File: src/logic/soc_pkg.sv
package soc_pkg;

   // Bus geometry
   localparam int ADDR_W = 16;
   localparam int DATA_W = 32;

   // Top address bits that pick a slave region
   localparam int SEL_W = 2;

   // Slave regions in address order
   typedef enum logic [SEL_W-1:0] {
      REGION_BOOT  = 2'd0,
      REGION_UART  = 2'd1,
      REGION_RESET = 2'd2,
      REGION_RAM   = 2'd3
   } region_t;

   // UART register offsets, word address bits 4 to 2
   typedef enum logic [2:0] {
      UART_TXDATA  = 3'd0,
      UART_TXBUSY  = 3'd1,
      UART_RXDATA  = 3'd2,
      UART_RXVALID = 3'd3,
      UART_DIV     = 3'd4
   } uart_reg_t;

   // Shared by the transmit and receive FSMs
   typedef enum logic [1:0] {
      UART_IDLE  = 2'd0,
      UART_START = 2'd1,
      UART_DATA  = 2'd2,
      UART_STOP  = 2'd3
   } uart_state_t;

endpackage

File: src/logic/mem_bus_if.sv
`timescale 1ns/1ps

interface mem_bus_if import soc_pkg::*; ();

   // Request side, held steady until ready is seen
   logic              valid;
   logic [ADDR_W-1:0] addr;
   logic [DATA_W-1:0] wdata;
   logic [DATA_W/8-1:0] wstrb;

   // Response side, one-cycle ready with rdata alongside
   logic              ready;
   logic [DATA_W-1:0] rdata;

   modport master (
      output valid,
      output addr,
      output wdata,
      output wstrb,
      input  ready,
      input  rdata
   );

   modport slave (
      input  valid,
      input  addr,
      input  wdata,
      input  wstrb,
      output ready,
      output rdata
   );

endinterface

File: src/logic/reset_ctrl.sv
`timescale 1ns/1ps

module reset_ctrl (
   input  logic     clk,
   input  logic     reset,
   mem_bus_if.slave bus,
   output logic     boot,
   output logic     core_reset
);

   logic access;
   logic ready_q;
   logic pulse_q;
   logic boot_q;

   assign access = bus.valid && !ready_q;

   always_ff @(posedge clk or posedge reset) begin
      if (reset) begin
         ready_q <= 1'b0;
         pulse_q <= 1'b0;
         boot_q  <= 1'b1;
      end else begin
         ready_q <= access;
         // Any write restarts the core on the main memory map
         pulse_q <= access && (bus.wstrb != '0);
         if (access && bus.wstrb != '0) begin
            boot_q <= 1'b0;
         end
      end
   end

   assign bus.ready  = ready_q;
   assign bus.rdata  = '0;
   assign boot       = boot_q;
   assign core_reset = pulse_q;

endmodule

File: src/flat_wrapper.sv
// flat-port wrapper written by rule: the top's interface ports become plain ports
module reset_ctrl_flat 
  (clk, reset, boot, core_reset, bus_valid, bus_addr, bus_wdata, bus_wstrb, bus_ready, bus_rdata);
  mem_bus_if bus_i ();
  input  logic clk;
  input  logic reset;
  output logic boot;
  output logic core_reset;
  input wire logic [$bits(bus_i.valid)-1:0] bus_valid;
  input wire logic [$bits(bus_i.addr)-1:0] bus_addr;
  input wire logic [$bits(bus_i.wdata)-1:0] bus_wdata;
  input wire logic [$bits(bus_i.wstrb)-1:0] bus_wstrb;
  output wire logic [$bits(bus_i.ready)-1:0] bus_ready;
  output wire logic [$bits(bus_i.rdata)-1:0] bus_rdata;
  assign bus_i.valid = bus_valid;
  assign bus_i.addr = bus_addr;
  assign bus_i.wdata = bus_wdata;
  assign bus_i.wstrb = bus_wstrb;
  assign bus_ready = bus_i.ready;
  assign bus_rdata = bus_i.rdata;
  reset_ctrl u_core (.clk(clk), .reset(reset), .bus(bus_i), .boot(boot), .core_reset(core_reset));
endmodule
File: config.mk
export PLATFORM = sky130hd
export DESIGN_NAME = reset_ctrl_flat
export DESIGN_NICKNAME = d
export VERILOG_FILES = /design/src/logic/soc_pkg.sv /design/src/logic/mem_bus_if.sv /design/src/logic/reset_ctrl.sv /design/src/flat_wrapper.sv
export SDC_FILE = /design/constraint.sdc
export NUM_CORES = 1
export LEC_CHECK = 0
export ABC_AREA = 1
export BUFFER_PORTS_ARGS = -buffer_cell sky130_fd_sc_hd__buf_2
export CORE_MARGIN = 2
export CORE_UTILIZATION = 23
export DETAILED_ROUTE_END_ITERATION = 7
export HOLD_SLACK_MARGIN = 0.1
export PLACE_DENSITY = 0.91
export SLEW_MARGIN = 0
export SYNTH_ARGS = -nofsm -noshare
export SYNTH_HDL_FRONTEND = slang
export SYNTH_SLANG_ARGS = --single-unit
File: constraint.sdc
create_clock -name clk -period 1.2 [get_ports clk]
set_clock_uncertainty 0.05 [all_clocks]
set_input_delay 0.3 -clock clk [delete_from_list [all_inputs] [get_ports clk]]
set_output_delay 0.3 -clock clk [all_outputs]
set_load 0.02 [all_outputs]
==> results.ini <==
[drt]
drt_first_iter_violations = 3
vias = 203
avgViaCountPerCell = 2.74
totalWireLength_um = 423
wl_per_cell_um = 5.72
antenna_left = 0
drc = 0
drt_pass1_iterations = 3

[worst_setup_path]
startpoint_type = flip-flop
path_delay_family = flip-flops
path_cells = buf_6
critical_path_class = reg -> out
end_kind = primary output
max_stage_delay_ns = 0.53
critPathSlowestCell = dfstp_2
cp_max_fo = 2
cp_num_buf_inv = 1
required_ns = 0.85
worst_ep_arrival_time_ns = 0.87

[power_and_ir_drop]
peakVddDrop_uv = 155
intPower_mw = 0.248
comb_power_share_pct = 30.0
p_leak_nw = 0.220
p_sw_mw = 0.160
pwr-share-clk_pct = 43.3
p_seq_share_pct = 26.7
p_per_area_mw_per_mm2 = 1170
switching_share_pct = 39.3

[yosys]
synth-xor-area-share_pct = 0
synth.distinct_cells = 10
yosysSeqAreaShare_pct = 20.9
synth_area_um2 = 365
synth_fa_ha_area_share_pct = 0
synthArstFlopShare_pct = 100
ys_seq_elements = 3
ys.flop_type = dfrtp_1
synthSimpleGateAreaFrac_pct = 7.88
netlist.area_leader.share_pct = 65.8
synth-compound-area-share_pct = 1.37
synth_most_common_cell = buf_4
synth_edf_count = 0
syn_inst = 45
ys_warn_count = 0
synth_mux_area_share_pct = 0
synth_area_leaders = buf_4 66%, dfrtp_1 14%, dfstp_2 7.2%, inv_1 3.1%, nor2_4 3.1%
avgSynthCellArea_um2 = 8.12
yosysTopAreaCell = buf_4
synth_common_cells = 32 x buf_4, 3 x inv_1, 2 x dfrtp_1, 2 x nor2_1
synth_top_family_by_area = buffers and inverters

[place]
io_buffer_count = 9
placed_area_um2 = 307
routabilityCongestion = 0.543
pre_cts_ws_ns = 0.191
place_inst = 69
hpwl_um = 368

[floorplan]
die_y_um = 43.9
coreArea_mm2 = 0.00149
io_pins = 90
dieWidth_um = 43.9
start_util_pct = 24.5
dieArea_mm2 = 0.00192
rows = 14

[clock_tree]
cts_sinks = 3
cts_buffer_depth = 2
cts_tree = done
clk_pin_slew_worst_paths_ns = 0.03
cts_buffers = 3
clock_latency_ns = 0.23
cts_root_buffer = clkbuf_4
cts_setup_buffers = 0
ctsHtreeMaxLevel = 1

[grt]
grt_max_degree = 4
grt_pass1_wl_um = 427
antenna_found_initial = 0
grt_pass1_vias = 142
grtUsageTotal_pct = 3.73
grt_overflow = 0

[timing]
slew_viol_final = 0
min_period_ns = 1.22
max_freq_mhz = 823
hold_violations = 0
finalCritPeriodShare_pct = 101
setup_viol = 1
worst_slack_ns = -0.0156
rsz0062_at_grt = true

[layout]
stdcell_count = 74
design_area_um2 = 349
multi_input_area_um2 = 154
drive_gt1_share_pct = 24.1
regArea_um2 = 76.3
fillers = 175
area_delta_synth_final_pct = -4.45
fin_nets = 114
antennaDiodeCount = 0

[run_status]
violations = negative setup slack
status = complete, but fails checks

[job]
drv_cap = 0

[min_path]
hold_path.class = in -> reg

## what timing repair did
item | 4_1_cts | 5_1_grt
endpoints found under the setup margin | 1 | 1
hold buffers | 1 | 0
hold endpoints to repair | 3 | 0
gates resized for setup | 2 | 0
## sequential cells by signal, indices dropped and copies added (netlist names)
name,count
u_core.boot,1
u_core.core_reset,1
u_core.bus.ready,1
## through the flow
step,setup TNS [ns],hold WS [ns],total power [mW],util [%]
3_5_place_dp,0,0.123,0.228,20.6
2_1_floorplan,0,0.00292,0.293,-
6_report,-0.0156,0.258,0.408,23.4
3_3_place_gp,0,0.114,0.227,20.6
4_1_cts,-0.0300,0.255,0.415,23.4
5_1_grt,-0.0422,0.266,0.440,23.4
## final cells by class
class,instances,area share (%)
multi-input cells,38,44.1
flip-flops and latches,3,21.9
repair buffers,10,17.6
clock buffers,4,7.53
well taps,16,5.73
inverters,3,3.23
## path summary, 6_finish.rpt
check | start | end | slack, ns | cells past startpoint
setup / recovery | u_core.boot | boot | -0.02 | 1
hold / removal | bus_wstrb[1] | u_core.boot | 0.26 | 4
max in group asynchronous | reset | u_core.boot | 0.46 | 3
min in group asynchronous | reset | u_core.bus.ready | 0.42 | 3
hold reg to reg | u_core.boot | u_core.boot | 0.40 | 2
setup reg to reg | u_core.boot | u_core.boot | 0.38 | 2
## placed cells by master, fill, tap and decap left out, drive strengths merged
master and instances:
conb 32, buf 9, clkbuf 4, inv 3, nor2 3, dfrtp 2, nand2 1, and2 1
a21oi 1, dlygate4sd3 1, dfstp 1
## layer usage
layer / vias to the layer above / wire (um) / track usage [%]
met2: 23 / 236 / 6.18
met3: 0 / 94 / 2.50
met1: 87 / 93 / 1.25
met5: - / 0 / 0
met4: 0 / 0 / 7.27
li1: 93 / - / -
## power by group through the flow
| stage | Clock (mW) | Sequential (mW) | Combinational (mW) |
|---|---|---|---|
| floorplan | 0 | 0.117 | 0.176 |
| global placement | 0 | 0.110 | 0.117 |
| detailed placement | 0 | 0.110 | 0.118 |
| CTS | 0.185 | 0.109 | 0.121 |
| global route | 0.200 | 0.109 | 0.130 |
| finish | 0.177 | 0.109 | 0.122 |
## cell families after synthesis
logic type / count (synthesis)
buffers and inverters: 35
other: 1
AO/OA/AOI/OAI: 1
flip-flops: 3
AND/OR/NAND/NOR: 5
(Power assumes the default switching activity.)
