**config.mk**
```make
export PLATFORM = sky130hd
export DESIGN_NAME = bus_decoder_flat
export DESIGN_NICKNAME = d
export VERILOG_FILES = /design/src/logic/soc_pkg.sv /design/src/logic/mem_bus_if.sv /design/src/logic/bus_decoder.sv /design/src/flat_wrapper.sv
export SDC_FILE = /design/constraint.sdc
export NUM_CORES = 1
export LEC_CHECK = 0
export BUFFER_PORTS_ARGS = -buffer_cell sky130_fd_sc_hd__buf_4
export CORE_AREA = 3 3 164 166
export DETAILED_ROUTE_END_ITERATION = 10
export DIE_AREA = 0 0 167 169
export GPL_TIMING_DRIVEN = 1
export PLACE_DENSITY = 0.37
export SLEW_MARGIN = 40
export SYNTH_ARGS = -nofsm -noshare
export SYNTH_HDL_FRONTEND = slang
export SYNTH_SLANG_ARGS = --single-unit
export TNS_END_PERCENT = 100
```
**constraint.sdc**
```tcl
create_clock -name vclk -period 1.3
set_clock_uncertainty 0.1 [all_clocks]
set_input_delay 0.065 -clock vclk [all_inputs]
set_output_delay 0.065 -clock vclk [all_outputs]
set_load 0.02 [all_outputs]
```
**src/logic/soc_pkg.sv**
```systemverilog
package soc_pkg;

   // Bus geometry
   localparam int ADDR_W = 16;
   localparam int DATA_W = 32;

   // Top address bits that pick a slave region
   localparam int SEL_W = 2;

   // Slave regions in address order
   typedef enum logic [SEL_W-1:0] {
      REGION_BOOT  = 2'd0,
      REGION_UART  = 2'd1,
      REGION_RESET = 2'd2,
      REGION_RAM   = 2'd3
   } region_t;

   // UART register offsets, word address bits 4 to 2
   typedef enum logic [2:0] {
      UART_TXDATA  = 3'd0,
      UART_TXBUSY  = 3'd1,
      UART_RXDATA  = 3'd2,
      UART_RXVALID = 3'd3,
      UART_DIV     = 3'd4
   } uart_reg_t;

   // Shared by the transmit and receive FSMs
   typedef enum logic [1:0] {
      UART_IDLE  = 2'd0,
      UART_START = 2'd1,
      UART_DATA  = 2'd2,
      UART_STOP  = 2'd3
   } uart_state_t;

endpackage

```
**src/logic/mem_bus_if.sv**
```systemverilog
`timescale 1ns/1ps

interface mem_bus_if import soc_pkg::*; ();

   // Request side, held steady until ready is seen
   logic              valid;
   logic [ADDR_W-1:0] addr;
   logic [DATA_W-1:0] wdata;
   logic [DATA_W/8-1:0] wstrb;

   // Response side, one-cycle ready with rdata alongside
   logic              ready;
   logic [DATA_W-1:0] rdata;

   modport master (
      output valid,
      output addr,
      output wdata,
      output wstrb,
      input  ready,
      input  rdata
   );

   modport slave (
      input  valid,
      input  addr,
      input  wdata,
      input  wstrb,
      output ready,
      output rdata
   );

endinterface

```
**src/logic/bus_decoder.sv**
```systemverilog
`timescale 1ns/1ps

module bus_decoder import soc_pkg::*; (
   mem_bus_if.slave  cpu,
   mem_bus_if.master boot_bus,
   mem_bus_if.master uart_bus,
   mem_bus_if.master reset_bus,
   mem_bus_if.master ram_bus,
   input  logic      boot
);

   region_t addr_region;
   region_t region;

   assign addr_region = region_t'(cpu.addr[ADDR_W-1 -: SEL_W]);

   // After the soft reset, region 0 is served by the main memory
   assign region = (!boot && addr_region == REGION_BOOT) ? REGION_RAM : addr_region;

   // Request fields go to every slave
   assign boot_bus.addr   = cpu.addr;
   assign boot_bus.wdata  = cpu.wdata;
   assign boot_bus.wstrb  = cpu.wstrb;
   assign uart_bus.addr   = cpu.addr;
   assign uart_bus.wdata  = cpu.wdata;
   assign uart_bus.wstrb  = cpu.wstrb;
   assign reset_bus.addr  = cpu.addr;
   assign reset_bus.wdata = cpu.wdata;
   assign reset_bus.wstrb = cpu.wstrb;
   assign ram_bus.addr    = cpu.addr;
   assign ram_bus.wdata   = cpu.wdata;
   assign ram_bus.wstrb   = cpu.wstrb;

   // Only the selected slave sees valid
   assign boot_bus.valid  = cpu.valid && (region == REGION_BOOT);
   assign uart_bus.valid  = cpu.valid && (region == REGION_UART);
   assign reset_bus.valid = cpu.valid && (region == REGION_RESET);
   assign ram_bus.valid   = cpu.valid && (region == REGION_RAM);

   // Response path back to the master
   always_comb begin
      case (region)
         REGION_BOOT: begin
            cpu.ready = boot_bus.ready;
            cpu.rdata = boot_bus.rdata;
         end
         REGION_UART: begin
            cpu.ready = uart_bus.ready;
            cpu.rdata = uart_bus.rdata;
         end
         REGION_RESET: begin
            cpu.ready = reset_bus.ready;
            cpu.rdata = reset_bus.rdata;
         end
         default: begin
            cpu.ready = ram_bus.ready;
            cpu.rdata = ram_bus.rdata;
         end
      endcase
   end

endmodule

```
**src/flat_wrapper.sv**
```systemverilog
// flat-port wrapper written by rule: the top's interface ports become plain ports
module bus_decoder_flat import soc_pkg::*;
  (boot, cpu_valid, cpu_addr, cpu_wdata, cpu_wstrb, cpu_ready, cpu_rdata, boot_bus_valid, boot_bus_addr, boot_bus_wdata, boot_bus_wstrb, boot_bus_ready, boot_bus_rdata, uart_bus_valid, uart_bus_addr, uart_bus_wdata, uart_bus_wstrb, uart_bus_ready, uart_bus_rdata, reset_bus_valid, reset_bus_addr, reset_bus_wdata, reset_bus_wstrb, reset_bus_ready, reset_bus_rdata, ram_bus_valid, ram_bus_addr, ram_bus_wdata, ram_bus_wstrb, ram_bus_ready, ram_bus_rdata);
  mem_bus_if cpu_i ();
  mem_bus_if boot_bus_i ();
  mem_bus_if uart_bus_i ();
  mem_bus_if reset_bus_i ();
  mem_bus_if ram_bus_i ();
  input  logic boot;
  input wire logic [$bits(cpu_i.valid)-1:0] cpu_valid;
  input wire logic [$bits(cpu_i.addr)-1:0] cpu_addr;
  input wire logic [$bits(cpu_i.wdata)-1:0] cpu_wdata;
  input wire logic [$bits(cpu_i.wstrb)-1:0] cpu_wstrb;
  output wire logic [$bits(cpu_i.ready)-1:0] cpu_ready;
  output wire logic [$bits(cpu_i.rdata)-1:0] cpu_rdata;
  output wire logic [$bits(boot_bus_i.valid)-1:0] boot_bus_valid;
  output wire logic [$bits(boot_bus_i.addr)-1:0] boot_bus_addr;
  output wire logic [$bits(boot_bus_i.wdata)-1:0] boot_bus_wdata;
  output wire logic [$bits(boot_bus_i.wstrb)-1:0] boot_bus_wstrb;
  input wire logic [$bits(boot_bus_i.ready)-1:0] boot_bus_ready;
  input wire logic [$bits(boot_bus_i.rdata)-1:0] boot_bus_rdata;
  output wire logic [$bits(uart_bus_i.valid)-1:0] uart_bus_valid;
  output wire logic [$bits(uart_bus_i.addr)-1:0] uart_bus_addr;
  output wire logic [$bits(uart_bus_i.wdata)-1:0] uart_bus_wdata;
  output wire logic [$bits(uart_bus_i.wstrb)-1:0] uart_bus_wstrb;
  input wire logic [$bits(uart_bus_i.ready)-1:0] uart_bus_ready;
  input wire logic [$bits(uart_bus_i.rdata)-1:0] uart_bus_rdata;
  output wire logic [$bits(reset_bus_i.valid)-1:0] reset_bus_valid;
  output wire logic [$bits(reset_bus_i.addr)-1:0] reset_bus_addr;
  output wire logic [$bits(reset_bus_i.wdata)-1:0] reset_bus_wdata;
  output wire logic [$bits(reset_bus_i.wstrb)-1:0] reset_bus_wstrb;
  input wire logic [$bits(reset_bus_i.ready)-1:0] reset_bus_ready;
  input wire logic [$bits(reset_bus_i.rdata)-1:0] reset_bus_rdata;
  output wire logic [$bits(ram_bus_i.valid)-1:0] ram_bus_valid;
  output wire logic [$bits(ram_bus_i.addr)-1:0] ram_bus_addr;
  output wire logic [$bits(ram_bus_i.wdata)-1:0] ram_bus_wdata;
  output wire logic [$bits(ram_bus_i.wstrb)-1:0] ram_bus_wstrb;
  input wire logic [$bits(ram_bus_i.ready)-1:0] ram_bus_ready;
  input wire logic [$bits(ram_bus_i.rdata)-1:0] ram_bus_rdata;
  assign cpu_i.valid = cpu_valid;
  assign cpu_i.addr = cpu_addr;
  assign cpu_i.wdata = cpu_wdata;
  assign cpu_i.wstrb = cpu_wstrb;
  assign cpu_ready = cpu_i.ready;
  assign cpu_rdata = cpu_i.rdata;
  assign boot_bus_valid = boot_bus_i.valid;
  assign boot_bus_addr = boot_bus_i.addr;
  assign boot_bus_wdata = boot_bus_i.wdata;
  assign boot_bus_wstrb = boot_bus_i.wstrb;
  assign boot_bus_i.ready = boot_bus_ready;
  assign boot_bus_i.rdata = boot_bus_rdata;
  assign uart_bus_valid = uart_bus_i.valid;
  assign uart_bus_addr = uart_bus_i.addr;
  assign uart_bus_wdata = uart_bus_i.wdata;
  assign uart_bus_wstrb = uart_bus_i.wstrb;
  assign uart_bus_i.ready = uart_bus_ready;
  assign uart_bus_i.rdata = uart_bus_rdata;
  assign reset_bus_valid = reset_bus_i.valid;
  assign reset_bus_addr = reset_bus_i.addr;
  assign reset_bus_wdata = reset_bus_i.wdata;
  assign reset_bus_wstrb = reset_bus_i.wstrb;
  assign reset_bus_i.ready = reset_bus_ready;
  assign reset_bus_i.rdata = reset_bus_rdata;
  assign ram_bus_valid = ram_bus_i.valid;
  assign ram_bus_addr = ram_bus_i.addr;
  assign ram_bus_wdata = ram_bus_i.wdata;
  assign ram_bus_wstrb = ram_bus_i.wstrb;
  assign ram_bus_i.ready = ram_bus_ready;
  assign ram_bus_i.rdata = ram_bus_rdata;
  bus_decoder u_core (.cpu(cpu_i), .boot_bus(boot_bus_i), .uart_bus(uart_bus_i), .reset_bus(reset_bus_i), .ram_bus(ram_bus_i), .boot(boot));
endmodule
```
==> summary.md <==
• **run status** complete, no violations
• **distinct cell type count after synthesis** 21
• **endpoint type of the worst setup path** output pin
• **number of design rule violations left after detail routing** 0
• **type of the worst setup path** in2out
• **global-route track usage on met3** 5.96%
• **setup repair after global routing missed its margin** true
• **grt peak-use layer** met2
• **crit-path max FO** 12
• **post-synthesis instance area** 2990 um2
• **die footprint** 28200 um2
• **Final Hold Vio Count** 0
• **total vias in the final route** 2486
• **number of global-route vias before repair** 2458
• **routed wire length** 13.3 mm
• **overall fraction of global-route tracks in use** 8.15%
• **WL/cell** 18.4 um
• **met1 Resource Use GR** 8.18%
• **post-layout min period** 1.26 ns
• **Worst-Margin Slew** 0.332 ns
• **fraction of final layout cells sized beyond drive strength 1** 63.7%
• **final HPWL from detailed placement** 11.0 mm
• **number of buffers added to fix hold violations after cts** 0
• **crit path to** cpu_rdata[1]
• **Multi-input gate area** 1190 um2
• **total overflow reported by the global router** 0
• **Max transition margin** 77.6%
• **Global Route met2 Usage** 14.3%
• **remaining antenna violation count after routing** 0
• **final number of max-transition violations** 0
• **achievable clock frequency** 0.794 GHz
• **final antenna diode count** 0
• **count of clock buffers in the final design** 0
• **Cell Rows** 59
• **worst hold slack across all endpoints** 0.0300 ns
• **Synth Warn #** 0
• **Port Buffer Count** 181
• **area overhead of the layout relative to synthesis** 19.0%
• **end-of-flow core utilization** 13.8%
• **maximum number of pins on one net before global-route repair** 56
• **starting DRC count in detailed routing** 139
• **worst min-delay path category** in2out
• **Die Y-Extent** 169 um
• **first-pass iteration count of the detailed router** 4
• **initial antenna violation count** 0
• **arrival time of the worst setup path** 1.09 ns
• **sum of negative setup slack** 0 ns
• **final cycle utilization of the critical path** 96.9%
• **Core ar.** 25800 um2
• **Die X-Extent** 167 um
• **peak supply drop** 0.137 mV
• **endpoints failing setup** 0
• **nets** 576
• **wire length of the first global-routing pass** 17.7 mm
• **number of max-cap violations** 0
• **sequential fraction of the synthesis area** 0%
• **leakage power of the design** 0.00165 uW
• **endpoint required time on the critical path** 1.13 ns
• **post-synthesis average cell area** 7.34 um2
• **effective utilization at floorplan** 11.6%
• **most frequent cells in the layout** sky130_fd_sc_hd__buf_4, sky130_fd_sc_hd__inv_1, sky130_fd_sc_hd__nor2_1
• **count of mapped cells out of synthesis** 407
• **count of flip-flops and latches** 0
• **CP Launch Type** input port
• **IO Count** 431
• **Pwr per Cell Area** 398 nW/um2
• **Min-Delay Startpoint** cpu_wstrb[0]
• **commonest non-fill, non-tap cell in the layout** sky130_fd_sc_hd__buf_4
• **filler cell count in the final layout** 2960
• **Sequential Area** 0 um2
• **vias per cell** 3.44
• **Routability Congestion** 0.745
• **start point of the critical path** cpu_addr[15]
• **synthesized net count** 593
• **number of instances on the worst hold path** 0
## worst min-delay path by stage
stage | end
after floorplan | boot_bus_addr[0]
after global placement | uart_bus_wdata[20]
after detailed placement | uart_bus_wdata[20]
after CTS | uart_bus_wdata[20]
after global routing | ram_bus_addr[0]
final | ram_bus_wstrb[0]
## layer usage
layer / wire, um / vias to the layer above
met2: 6490 / 310
met1: 4220 / 1042
li1: - / 1123
met3: 2480 / 11
met4: 154 / 0
met5: 0 / -
## critical path, stage by stage
cell and delay, ns:
sky130_fd_sc_hd__buf_16 0.12, sky130_fd_sc_hd__buf_12 0.14, sky130_fd_sc_hd__nor2_1 0.05, sky130_fd_sc_hd__a221o_1 0.36, sky130_fd_sc_hd__a2bb2oi_2 0.20, sky130_fd_sc_hd__buf_6 0.14
## final cells by class
cell class | instances | share of cell area (%)
repair buffers | 215 | 51.0
inverters | 34 | 3.59
multi-input cells | 139 | 33.6
well taps | 335 | 11.8
## stage by stage
step | setup slack, ns | power, uW | area [um2] | cells
5_1_grt | -0.00227 | 1510 | 3550 | 723
4_1_cts | -0.0139 | 1380 | 3430 | 719
3_5_place_dp | -0.184 | 1330 | 3330 | 717
6_report | 0.0403 | 1420 | 3550 | 723
3_3_place_gp | -0.177 | 1330 | 3330 | 717
2_1_floorplan | 0.0893 | 1550 | 2990 | 407
## power breakdown
part / internal [uW] / leakage, uW / switching [uW]
logic: 800 / 0.00165 / 617
registers: 0 / 0 / 0
clock network: 0 / 0 / 0
## Yosys cell counts, drive strengths merged
cell     number  area [um2]
nor3b         1        7.51
nor2b         1        6.26
clkbuf       14        52.6
o21ai        31         155
a2bb2oi      30         444
a21oi         3        26.3
nor2         32         120
buf         220        1660
nor3          1        10.0
nand2         2        7.51
o221ai        2        17.5
inv          34         128
a221o        31         310
and3b         2        17.5
and2          1        6.26
o2bb2a        1        10.0
nor4b         1        8.76
## kinds of logic after synthesis
family | Yosys count | synth area share (%)
simple gates | 41 | 6.16
buf+inv | 268 | 61.6
compound gates | 98 | 32.3
## timing repair
item	in CTS	in global routing
cloned	2	2
pin swaps	2	5
endpoints found under the setup margin	32	22
setup buffers	0	2
resized for setup	8	13
No activity file was read; power rests on OpenSTA's default activity.
