## config.mk

```make
export PLATFORM = sky130hd
export DESIGN_NAME = uart_core_flat
export DESIGN_NICKNAME = d
export VERILOG_FILES = /design/src/logic/soc_pkg.sv /design/src/logic/mem_bus_if.sv /design/src/logic/uart_core.sv /design/src/flat_wrapper.sv
export SDC_FILE = /design/constraint.sdc
export NUM_CORES = 1
export LEC_CHECK = 0
export ABC_AREA = 1
export BUFFER_PORTS_ARGS = -buffer_cell sky130_fd_sc_hd__buf_2
export CORE_AREA = 10 10 142 144
export CTS_CLUSTER_DIAMETER = 30
export DETAILED_ROUTE_END_ITERATION = 8
export DIE_AREA = 0 0 152 154
export GPL_ROUTABILITY_DRIVEN = 1
export PLACE_DENSITY = 0.65
export SETUP_SLACK_MARGIN = 0.5
export SYNTH_ARGS = -nofsm -noshare
export SYNTH_HDL_FRONTEND = slang
export SYNTH_SLANG_ARGS = --single-unit
```

## constraint.sdc

```tcl
create_clock -name clk -period 7.5 [get_ports clk]
set_input_delay 1.5 -clock clk [delete_from_list [all_inputs] [get_ports clk]]
set_output_delay 1.5 -clock clk [all_outputs]
set_load 0.02 [all_outputs]
```

## src/logic/soc_pkg.sv

```systemverilog
package soc_pkg;

   // Bus geometry
   localparam int ADDR_W = 16;
   localparam int DATA_W = 32;

   // Top address bits that pick a slave region
   localparam int SEL_W = 2;

   // Slave regions in address order
   typedef enum logic [SEL_W-1:0] {
      REGION_BOOT  = 2'd0,
      REGION_UART  = 2'd1,
      REGION_RESET = 2'd2,
      REGION_RAM   = 2'd3
   } region_t;

   // UART register offsets, word address bits 4 to 2
   typedef enum logic [2:0] {
      UART_TXDATA  = 3'd0,
      UART_TXBUSY  = 3'd1,
      UART_RXDATA  = 3'd2,
      UART_RXVALID = 3'd3,
      UART_DIV     = 3'd4
   } uart_reg_t;

   // Shared by the transmit and receive FSMs
   typedef enum logic [1:0] {
      UART_IDLE  = 2'd0,
      UART_START = 2'd1,
      UART_DATA  = 2'd2,
      UART_STOP  = 2'd3
   } uart_state_t;

endpackage

```

## src/logic/mem_bus_if.sv

```systemverilog
`timescale 1ns/1ps

interface mem_bus_if import soc_pkg::*; ();

   // Request side, held steady until ready is seen
   logic              valid;
   logic [ADDR_W-1:0] addr;
   logic [DATA_W-1:0] wdata;
   logic [DATA_W/8-1:0] wstrb;

   // Response side, one-cycle ready with rdata alongside
   logic              ready;
   logic [DATA_W-1:0] rdata;

   modport master (
      output valid,
      output addr,
      output wdata,
      output wstrb,
      input  ready,
      input  rdata
   );

   modport slave (
      input  valid,
      input  addr,
      input  wdata,
      input  wstrb,
      output ready,
      output rdata
   );

endinterface

```

## src/logic/uart_core.sv

```systemverilog
`timescale 1ns/1ps

module uart_core import soc_pkg::*; #(
   parameter int UART_DIV_RESET = 8
) (
   input  logic     clk,
   input  logic     reset,
   mem_bus_if.slave bus,
   output logic     txd,
   output logic     rts,
   input  logic     rxd,
   input  logic     cts
);

   localparam int DIV_W = 16;

   uart_reg_t   reg_sel;
   logic        ready_q;
   logic        access;
   logic        wr_en;
   logic        rd_en;
   logic [DATA_W-1:0] read_word;
   logic [DATA_W-1:0] rdata_q;
   logic [DIV_W-1:0]  div_q;

   uart_state_t      tx_state;
   logic [DIV_W-1:0] tx_cnt;
   logic [2:0]       tx_bit;
   logic [7:0]       tx_shift;
   logic             tx_pending;
   logic             tx_busy;
   logic             tx_load;
   logic             tx_last;
   logic             txd_q;

   uart_state_t      rx_state;
   logic [DIV_W-1:0] rx_cnt;
   logic [DIV_W-1:0] rx_limit;
   logic [2:0]       rx_bit;
   logic [7:0]       rx_shift;
   logic [7:0]       rx_data;
   logic             rx_valid;
   logic             rx_last;
   logic [1:0]       rx_sync;

   assign reg_sel = uart_reg_t'(bus.addr[4:2]);
   assign access  = bus.valid && !ready_q;
   assign wr_en   = access && (bus.wstrb != '0);
   assign rd_en   = access && (bus.wstrb == '0);

   // Busy covers a byte held back by CTS as well as one on the line
   assign tx_busy = tx_pending || (tx_state != UART_IDLE);
   assign tx_load = wr_en && (reg_sel == UART_TXDATA) && !tx_busy;
   assign tx_last = (tx_cnt + 16'd1 >= div_q);

   // Start bit is checked at half a bit, data and stop a full bit later
   assign rx_limit = (rx_state == UART_START) ? (div_q >> 1) : div_q;
   assign rx_last  = (rx_cnt + 16'd1 >= rx_limit);

   always_comb begin
      case (reg_sel)
         UART_TXBUSY:  read_word = DATA_W'(tx_busy);
         UART_RXDATA:  read_word = DATA_W'(rx_data);
         UART_RXVALID: read_word = DATA_W'(rx_valid);
         UART_DIV:     read_word = DATA_W'(div_q);
         default:      read_word = '0;
      endcase
   end

   always_ff @(posedge clk or posedge reset) begin
      if (reset) begin
         ready_q <= 1'b0;
         div_q   <= DIV_W'(UART_DIV_RESET);
      end else begin
         ready_q <= access;
         if (wr_en && reg_sel == UART_DIV) begin
            div_q <= bus.wdata[DIV_W-1:0];
         end
      end
   end

   always_ff @(posedge clk) begin
      if (access) begin
         rdata_q <= read_word;
      end
   end

   // Transmitter, 8N1 with LSB first
   always_ff @(posedge clk or posedge reset) begin
      if (reset) begin
         tx_state   <= UART_IDLE;
         tx_cnt     <= '0;
         tx_bit     <= '0;
         tx_shift   <= '0;
         tx_pending <= 1'b0;
         txd_q      <= 1'b1;
      end else begin
         if (tx_load) begin
            tx_shift   <= bus.wdata[7:0];
            tx_pending <= 1'b1;
         end
         case (tx_state)
            UART_IDLE: begin
               tx_cnt <= '0;
               // Hold the byte until the far end allows it
               if (tx_pending && cts) begin
                  tx_pending <= 1'b0;
                  txd_q      <= 1'b0;
                  tx_state   <= UART_START;
               end
            end
            UART_START: begin
               tx_cnt <= tx_last ? '0 : tx_cnt + 16'd1;
               if (tx_last) begin
                  tx_bit   <= '0;
                  txd_q    <= tx_shift[0];
                  tx_state <= UART_DATA;
               end
            end
            UART_DATA: begin
               tx_cnt <= tx_last ? '0 : tx_cnt + 16'd1;
               if (tx_last) begin
                  if (tx_bit == 3'd7) begin
                     txd_q    <= 1'b1;
                     tx_state <= UART_STOP;
                  end else begin
                     tx_shift <= {1'b0, tx_shift[7:1]};
                     txd_q    <= tx_shift[1];
                     tx_bit   <= tx_bit + 3'd1;
                  end
               end
            end
            UART_STOP: begin
               tx_cnt <= tx_last ? '0 : tx_cnt + 16'd1;
               if (tx_last) begin
                  tx_state <= UART_IDLE;
               end
            end
         endcase
      end
   end

   // Receiver, rxd synchronised first
   always_ff @(posedge clk or posedge reset) begin
      if (reset) begin
         rx_sync  <= 2'b11;
         rx_state <= UART_IDLE;
         rx_cnt   <= '0;
         rx_bit   <= '0;
         rx_shift <= '0;
         rx_data  <= '0;
         rx_valid <= 1'b0;
      end else begin
         rx_sync <= {rx_sync[0], rxd};
         if (rd_en && reg_sel == UART_RXDATA) begin
            rx_valid <= 1'b0;
         end
         case (rx_state)
            UART_IDLE: begin
               rx_cnt <= '0;
               if (!rx_sync[1]) begin
                  rx_state <= UART_START;
               end
            end
            UART_START: begin
               rx_cnt <= rx_last ? '0 : rx_cnt + 16'd1;
               if (rx_last) begin
                  // A glitch shorter than half a bit is ignored
                  rx_bit   <= '0;
                  rx_state <= rx_sync[1] ? UART_IDLE : UART_DATA;
               end
            end
            UART_DATA: begin
               rx_cnt <= rx_last ? '0 : rx_cnt + 16'd1;
               if (rx_last) begin
                  rx_shift <= {rx_sync[1], rx_shift[7:1]};
                  rx_bit   <= rx_bit + 3'd1;
                  if (rx_bit == 3'd7) begin
                     rx_state <= UART_STOP;
                  end
               end
            end
            UART_STOP: begin
               rx_cnt <= rx_last ? '0 : rx_cnt + 16'd1;
               if (rx_last) begin
                  // New byte replaces an unread one
                  if (rx_sync[1]) begin
                     rx_data  <= rx_shift;
                     rx_valid <= 1'b1;
                  end
                  rx_state <= UART_IDLE;
               end
            end
         endcase
      end
   end

   assign bus.ready = ready_q;
   assign bus.rdata = rdata_q;
   assign txd       = txd_q;
   assign rts       = !rx_valid;

endmodule

```

## src/flat_wrapper.sv

```systemverilog
// flat-port wrapper written by rule: the top's interface ports become plain ports
module uart_core_flat import soc_pkg::*;
#(
   parameter int UART_DIV_RESET = 8
)
  (clk, reset, txd, rts, rxd, cts, bus_valid, bus_addr, bus_wdata, bus_wstrb, bus_ready, bus_rdata);
  mem_bus_if bus_i ();
  input  logic clk;
  input  logic reset;
  output logic txd;
  output logic rts;
  input  logic rxd;
  input  logic cts;
  input wire logic [$bits(bus_i.valid)-1:0] bus_valid;
  input wire logic [$bits(bus_i.addr)-1:0] bus_addr;
  input wire logic [$bits(bus_i.wdata)-1:0] bus_wdata;
  input wire logic [$bits(bus_i.wstrb)-1:0] bus_wstrb;
  output wire logic [$bits(bus_i.ready)-1:0] bus_ready;
  output wire logic [$bits(bus_i.rdata)-1:0] bus_rdata;
  assign bus_i.valid = bus_valid;
  assign bus_i.addr = bus_addr;
  assign bus_i.wdata = bus_wdata;
  assign bus_i.wstrb = bus_wstrb;
  assign bus_ready = bus_i.ready;
  assign bus_rdata = bus_i.rdata;
  uart_core #(.UART_DIV_RESET(UART_DIV_RESET)) u_core (.clk(clk), .reset(reset), .bus(bus_i), .txd(txd), .rts(rts), .rxd(rxd), .cts(cts));
endmodule
```

==> reports/results.txt, run 1 <==
status: completed
Max Root-Sink Buffers: 2
mapped cell area: 0.00598 mm²
I/O pin count: 92
Adder-Cell Fraction of Synth Area: 9.00%
# DRC: 0
largest net degree at the start of global routing: 47
WS Path Type: input pin to flip-flop
final worst slack: 3930 ps
worst vdd ir: 0.138 mV
Core Area: 0.0172 mm²
crit start category: input pin
Die Area: 0.0234 mm²
Initial Utilization: 34.8%
drt wl/cell: 12.3 µm
critical path arrival: 3760 ps
clk_lat worst skew: 350 ps
Die H: 154 µm
Mapped Cells: 734
final period utilization: 47.6%
dpl hpwl: 9.40 mm
Placed Area: 0.00636 mm²
final cell count without fillers: 1,007
via count of the first global-routing pass: 4,386
Worst setup EP type: flip-flop
Area Overhead vs Synth: 10.8%
CTS Sinks: 104
pre-CTS WS: 3570 ps
routability cong.: 0.830
fraction of layout cells with a size suffix above 1: 13.3%
ANT cells: 0
Reg area: 0.00269 mm²
largest family of logic cells by synthesized area: simple AND/OR/NAND/NOR gates
met2 routed WL: 5.13 mm
min-delay worst type: flip-flop to flip-flop
Placed Cells: 991
fmax: 280 MHz
Post-CTS Setup Repair Bufs: 0
WP data required: 7690 ps
antenna violation net count after detailed routing: 0
max_cap viols: 0
Multi-input gate area: 0.00274 mm²
Fill cells: 1,827
Num CTS Buffers: 9
vias: 4,542
final setup TNS: 0 ps
CTS H-tree depth: 3
first-pass GRT wire length: 21.2 mm
CP max-delay cell: nand3_1
Pwr Density: 252 mW/mm²
Final Hold Fails: 0
WL final: 12.4 mm
Synth Area in Compound Gates: 9.36%
CP max FO: 32
sequential share of the synthesized area: 45.0%
RSZ-0062 raised after global routing: no
Slew Limit Fails: 0
slew margin rel.: 28.2%
clk root buf: clkbuf_16
Clock transition at path regs: 70 ps
crit-path max cell delay: 960 ps
Hold Slack: 355 ps
CP cell instances: buf_2, inv_1, nor2_2, nand3_1, nor2_1, a21oi_1
clk_skew: 10.9 ps
port bufs: 46
Layout Utilization: 38.6%
TritonRoute pass-1 iters: 5
GRT Residual Overflow: 0
#FFs+latches synth: 104
final count of negative-setup-slack endpoints: 0
Nets: 877
Synth Area in Simple Gates: 24.1%
min cycle time layout: 3570 ps
synthesized area per cell: 8.14 µm²
wl on met1: 6.39 mm
post-synthesis mux area share: 0%
Synth Area in XOR/XNOR: 2.34%
Die Width: 152 µm
synth unique cells: 40
antenna violations before repair: 0
post-CTS sizing: 0
overall routing resource usage: 10.8%
Lkg Pwr: 3.45 nW
initial drt markers: 313
final total power: 1.67 mW
met3 WL: 757 µm
# rows: 48
clock tree from TritonCTS: yes
drt via density: 4.51
Finished Cell Area: 0.00663 mm²
worst-margin pin slew: 1070 ps
number of synthesis warnings: 0
CTS Hold Bufs: 0
top layer in use: met4
per-layer routing:
metal  global-route usage [%]  up-vias
li1                         -     2367
met1                     15.2     2063
met2                     15.5      102
met3                     3.99       10
met4                     2.20        0
met5                        0        -
flip-flops by register name (all words and copies together), names as in the netlist, 3 cells and up, named ones only:
signal,flops
u_core.tx_shift,8
u_core.div_q,16
u_core.tx_cnt,16
u_core.tx_bit,3
u_core.rx_bit,3
u_core.rx_cnt,16
u_core.rx_shift,8
u_core.bus.rdata,16
u_core.rx_data,8
layout by cell type (no fill, tap or decap), drive strengths merged, types with 16 or more instances in the layout:
cell type  instances
nand2            200
inv              108
nor2              88
dfrtp             84
o21ai             73
buf               47
ha                43
a21oi             25
conb              16
edfxtp            16
cell usage after synthesis:
master	n	area share, %
clkbuf_1	7	0.44
a21boi_0	1	0.13
nand4_1	9	0.94
nand3_1	12	1.0
nand4_4	1	0.36
xor2_1	12	1.8
nor2_2	7	0.73
o21bai_1	2	0.25
o21a_1	1	0.13
dfstp_2	4	1.8
nor2b_4	1	0.23
nor3_1	6	0.50
inv_2	2	0.13
o21ai_0	61	5.1
o21ai_1	4	0.33
nand2_2	5	0.52
dfrtp_1	84	35
or2_2	1	0.10
ha_1	43	9.0
nand2_1	193	12
a31o_2	1	0.15
nor3_2	2	0.33
buf_6	3	0.57
nor2_1	79	5.0
inv_1	106	6.7
nand3_2	3	0.50
buf_2	2	0.17
nor2_4	2	0.38
nand4_2	1	0.21
xnor2_1	4	0.59
buf_1	1	0.063
nor4_1	2	0.21
edfxtp_1	16	8.0
conb_1	1	0.063
or2_1	1	0.10
o21ai_2	8	1.2
nor3_4	2	0.54
a21oi_1	25	2.1
nand2_4	2	0.38
buf_4	17	2.1
logic make-up after synthesis:
logic type,Yosys count
simple gates,329
other cells,1
buf+inv,138
compound gates,103
xor+xnor,16
fa+ha+maj,43
flops,104
worst max-delay path, delay by kind of cell:
family,cells,cell delay [ps]
and+or+nand+nor,3,2040
buffers and inverters,2,150
AOI/OAI and AO/OA,1,70
layout make-up:
cell class	count	share of cell area, %
clock buffer	13	3.78
timing repair buffer	47	3.59
clock inverter	3	0.283
multi-input combinational	507	41.4
tap	225	4.25
sequential	104	40.6
inverter	108	6.14
final timing paths:
kind | start | to | slack, ps | depth (start not counted)
max | bus_valid | u_core.div_q[9] | 3930 | 6
min | u_core.rx_sync[0] | u_core.rx_sync[1] | 360 | 0
max reg2reg | u_core.rx_cnt[0] | u_core.rx_data[0] | 4360 | 19
min reg2reg | u_core.rx_sync[0] | u_core.rx_sync[1] | 360 | 0
max in group asynchronous | reset | u_core.tx_cnt[13] | 5170 | 3
min in group asynchronous | reset | u_core.rx_bit[2] | 1250 | 2
where the power goes:
| group | internal (mW) | total (mW) | leakage (nW) | switching (mW) |
|---|---|---|---|---|
| registers | 0.652 | 0.711 | 1.29 | 0.0590 |
| clock network | 0.235 | 0.445 | 0.134 | 0.210 |
| logic | 0.177 | 0.517 | 2.02 | 0.340 |
| total | 1.06 | 1.67 | 3.45 | 0.609 |
Note: power is estimated with default switching activity, not from simulation.
==> inputs of run 2 (changes only) <==
--- a/config.mk
+++ b/config.mk
@@ -5,12 +5,12 @@
 export SDC_FILE = /design/constraint.sdc
 export NUM_CORES = 1
 export LEC_CHECK = 0
-export ABC_AREA = 1
+export ABC_AREA = 0
 export BUFFER_PORTS_ARGS = -buffer_cell sky130_fd_sc_hd__buf_2
-export CORE_AREA = 10 10 142 144
+export CORE_AREA = 10 10 140 142
 export CTS_CLUSTER_DIAMETER = 30
 export DETAILED_ROUTE_END_ITERATION = 8
-export DIE_AREA = 0 0 152 154
+export DIE_AREA = 0 0 150 152
 export GPL_ROUTABILITY_DRIVEN = 1
 export PLACE_DENSITY = 0.65
 export SETUP_SLACK_MARGIN = 0.5
==> constraint.sdc (replaced) <==
create_clock -name clk -period 3.5 [get_ports clk]
set_input_delay 0.7 -clock clk [delete_from_list [all_inputs] [get_ports clk]]
set_output_delay 0.7 -clock clk [all_outputs]
set_load 0.02 [all_outputs]
==> run 2 against run 1 <==
  * Clock-buffer cell count down 4
  * Design area up 7.6%
  * Critical path depth up 6
  * Non-clock buffer count up 43
  * Sequential share of layout area down 2.8 points
  * Via count down 11%
  * Register-to-register slack worse by 3900 ps
  * Clock skew up 2.5 ps
  * Largest cell class unchanged
==> reports/results.txt, run 2 <==
via count of the first global-routing pass: 4,115 (-6.2%)
initial drt markers: 234 (-25%)
async set-reset flop share out of synthesis: 84.6% (unchanged)
Die H: 152 µm (-1.3%)
Fill cells: 1,619 (-11%)
antenna violation net count after detailed routing: 0 (unchanged)
number of synthesis warnings: 0 (unchanged)
Mapped Cells: 513 (-30%)
Nets: 699 (-20%)
GRT Residual Overflow: 0 (unchanged)
Finished Cell Area: 0.00713 mm² (+7.6%)
CTS H-tree depth: 3 (unchanged)
routability cong.: 0.740 (-11%)
crit-path max cell delay: 510 ps (-450 ps)
I/O pin count: 92 (unchanged)
final setup TNS: 0 ps (unchanged)
port bufs: 46 (unchanged)
WS Path Type: flip-flop to flip-flop
Clock transition at path regs: 80 ps (about the same)
commonest non-fill, non-tap cell in the layout: dfrtp_1
synthesized area per cell: 11.2 µm² (+38%)
RSZ-0062 raised after global routing: yes
CP max FO: 6 (-81%)
sequential share of the synthesized area: 46.8% (+1.8 points)
Internal Dissipation: 2.95 mW (+180%)
status: completed
ANT cells: 0 (unchanged)
WL final: 13.4 mm (+7.8%)
max_cap viols: 0 (unchanged)
Post-synth EDFFs: 16 (unchanged)
fraction of layout cells with a size suffix above 1: 36.9% (+24 points)
min-delay worst type: flip-flop to flip-flop
Die Area: 0.0228 mm² (-2.6%)
Placed Area: 0.00619 mm² (-2.6%)
Reg area: 0.00269 mm² (+0.14%)
crit start category: flip-flop
Flop pwr share: 36.4% (-6.1 points)
dpl hpwl: 9.15 mm (-2.7%)
CTS Sinks: 104 (unchanged)
vias: 4,061 (-11%)
most frequent cells in the layout: dfrtp_1 (81), buf_2 (46), ha_1 (41)
min cycle time layout: 3060 ps
drt via density: 4.90 (+8.6%)
clk_skew: 13.5 ps (+2.53 ps)
count leader, synth: dfrtp_1
clock tree from TritonCTS: yes
clock power share: 21.2% (-5.4 points)
drt wl/cell: 16.1 µm (+31%)
#FFs+latches synth: 104 (unchanged)
Multi-input gate area: 0.00315 mm² (+15%)
Max Root-Sink Buffers: 2 (unchanged)
CP max-delay cell: a2111o_1
Initial Utilization: 33.9% (-0.87 points)
Num CTS Buffers: 9 (unchanged)
# rows: 48 (unchanged)
clk root buf: clkbuf_16
Final Hold Fails: 0 (unchanged)
slew margin rel.: 28.7% (+0.53 points)
Post-synth top cells: dfrtp_1 (84), ha_1 (43), mux2_2 (42), nand2_1 (28), nor2_1 (27)
final period utilization: 87.4%
ys flop type: dfrtp_1
fmax: 327 MHz
combinational fraction of design power: 42.4% (+12 points)
first-pass GRT wire length: 20.6 mm (-2.7%)
sw frac: 35.9% (-0.49 points)
antenna violations before repair: 0 (unchanged)
WP data required: 3750 ps (-3940 ps)
Pwr Density: 645 mW/mm² (+160%)
mapped cell area: 0.00575 mm² (-3.9%)
final count of negative-setup-slack endpoints: 0 (unchanged)
worst vdd ir: 0.303 mV (+120%)
worst-margin pin slew: 1070 ps (-7.30 ps)
overall routing resource usage: 11.1% (+0.24 points)
main area contributors after synthesis: dfrtp_1 (37%), ha_1 (9.4%), edfxtp_1 (8.4%)
final total power: 4.60 mW (+170%)
Area Overhead vs Synth: 24.1%
TritonRoute pass-1 iters: 4 (-1)
largest net degree at the start of global routing: 50 (+6.4%)
CP cell instances: and4_4, nand2_4, xnor2_2, ha_1, a21o_1, a211oi_2, o21ai_1, a2111o_1, buf_6, buf_6, a32o_1, a21o_1
Core Area: 0.0169 mm² (-1.4%)
Slew Limit Fails: 0 (unchanged)
critical path arrival: 3310 ps (-450 ps)
Worst setup EP type: flip-flop
# DRC: 0 (unchanged)
share of the synthesized area in the top cell type: 36.6% (+1.4 points)
P_sw: 1.65 mW (+170%)
Die Width: 150 µm (-1.3%)
Yosys top cell by area: dfrtp_1
Layout Utilization: 42.1% (+3.5 points)
Lkg Pwr: 3.42 nW (-0.78%)
clk_lat worst skew: 350 ps (about the same)
synth unique cells: 61 (+53%)
run 2: cell count changes in the layout (fill, tap and decap cells not counted), moves of 10 or more:
| cell | before | now |
|---|---|---|
| nor2b_2 | 0 | 11 |
| xnor2_1 | 4 | 14 |
| nand2_1 | 193 | 26 |
| nor2b_1 | 0 | 16 |
| buf_4 | 1 | 36 |
| mux2_2 | 0 | 25 |
| inv_1 | 105 | 23 |
| o21ai_0 | 61 | 5 |
| nor2_1 | 78 | 24 |
| mux2_4 | 0 | 25 |
run 2: final cells by class:
type / count / area share (%)
tap: 225 / 3.95
clock inverter: 7 / 0.913
inverter: 24 / 1.28
sequential: 104 / 37.8
multi-input combinational: 370 / 44.2
timing repair buffer: 90 / 8.78
clock buffer: 9 / 3.16
run 2: repair_timing:
action	CTS	global route
setup endpoints to repair	66	66
buffers inserted	19	15
hold buffers	0	0
pin swaps	11	21
gates cloned	1	3
gates resized for setup	39	49
run 2: path summary, 6_finish.rpt:
| path | start | to | slack [ps] | depth (start not counted) |
|---|---|---|---|---|
| worst min-delay path | u_core.rx_sync[0] | u_core.rx_sync[1] | 360 | 0 |
| max in group asynchronous | reset | u_core.txd | 2310 | 3 |
| worst max-delay path | u_core.rx_cnt[3] | u_core.rx_bit[1] | 440 | 12 |
| worst max register to register | u_core.rx_cnt[3] | u_core.rx_bit[1] | 440 | 12 |
| worst min register to register | u_core.rx_sync[0] | u_core.rx_sync[1] | 360 | 0 |
| min in group asynchronous | reset | u_core.rx_shift[6] | 430 | 2 |
run 2: metal layers:
layer  share of wire [%]  vias to the layer above  wire length [µm]  global-route usage (%)
met5                   0                        -                 0                       0
met4                 1.2                        0               155                    2.73
met3                 7.5                       14              1010                    3.24
met2                  47                       98              6240                    18.0
met1                  45                     1998              5960                    14.1
li1                    -                     1951                 -                       -
run 2: worst max-delay path: cells and delay by family, from the launching register on:
family,cells,cell delay [ps]
fa+ha+maj,1,290
simple gates,2,390
xor+xnor,1,220
compound gates,6,1350
flops,1,380
buf+inv,2,320
run 2: cells by family (layout without fill, tap and decap cells):
logic type / count (synthesis) / in the layout / synth area share (%)
flip-flops: 104 / 104 / 46.8
buffers and inverters: 56 / 130 / 5.23
AO/OA/AOI/OAI: 69 / 69 / 8.34
multiplexers: 51 / 51 / 10.5
AND/OR/NAND/NOR: 161 / 163 / 15.5
other: 1 / 16 / 0.0653
XOR/XNOR: 28 / 28 / 4.27
adder cells (fa/ha/maj): 43 / 43 / 9.36
run 2: per-stage QoR:
step / instances / setup slack [ps] / hold slack [ps]
floorplan: 528 / 506 / 345
global placement: 775 / 119 / 347
detailed placement: 775 / 59.3 / 351
CTS: 811 / 445 / 363
global route: 829 / 330 / 365
finish: 829 / 442 / 362
run 2: power groups by stage:
stage               combinational, mW  sequential, mW  clock [mW]
global route                     2.16            1.70        1.05
floorplan                        1.19            1.64           0
finish                           1.95            1.67       0.976
CTS                              1.65            1.65        1.00
detailed placement               1.47            1.70           0
global placement                 1.40            1.68           0
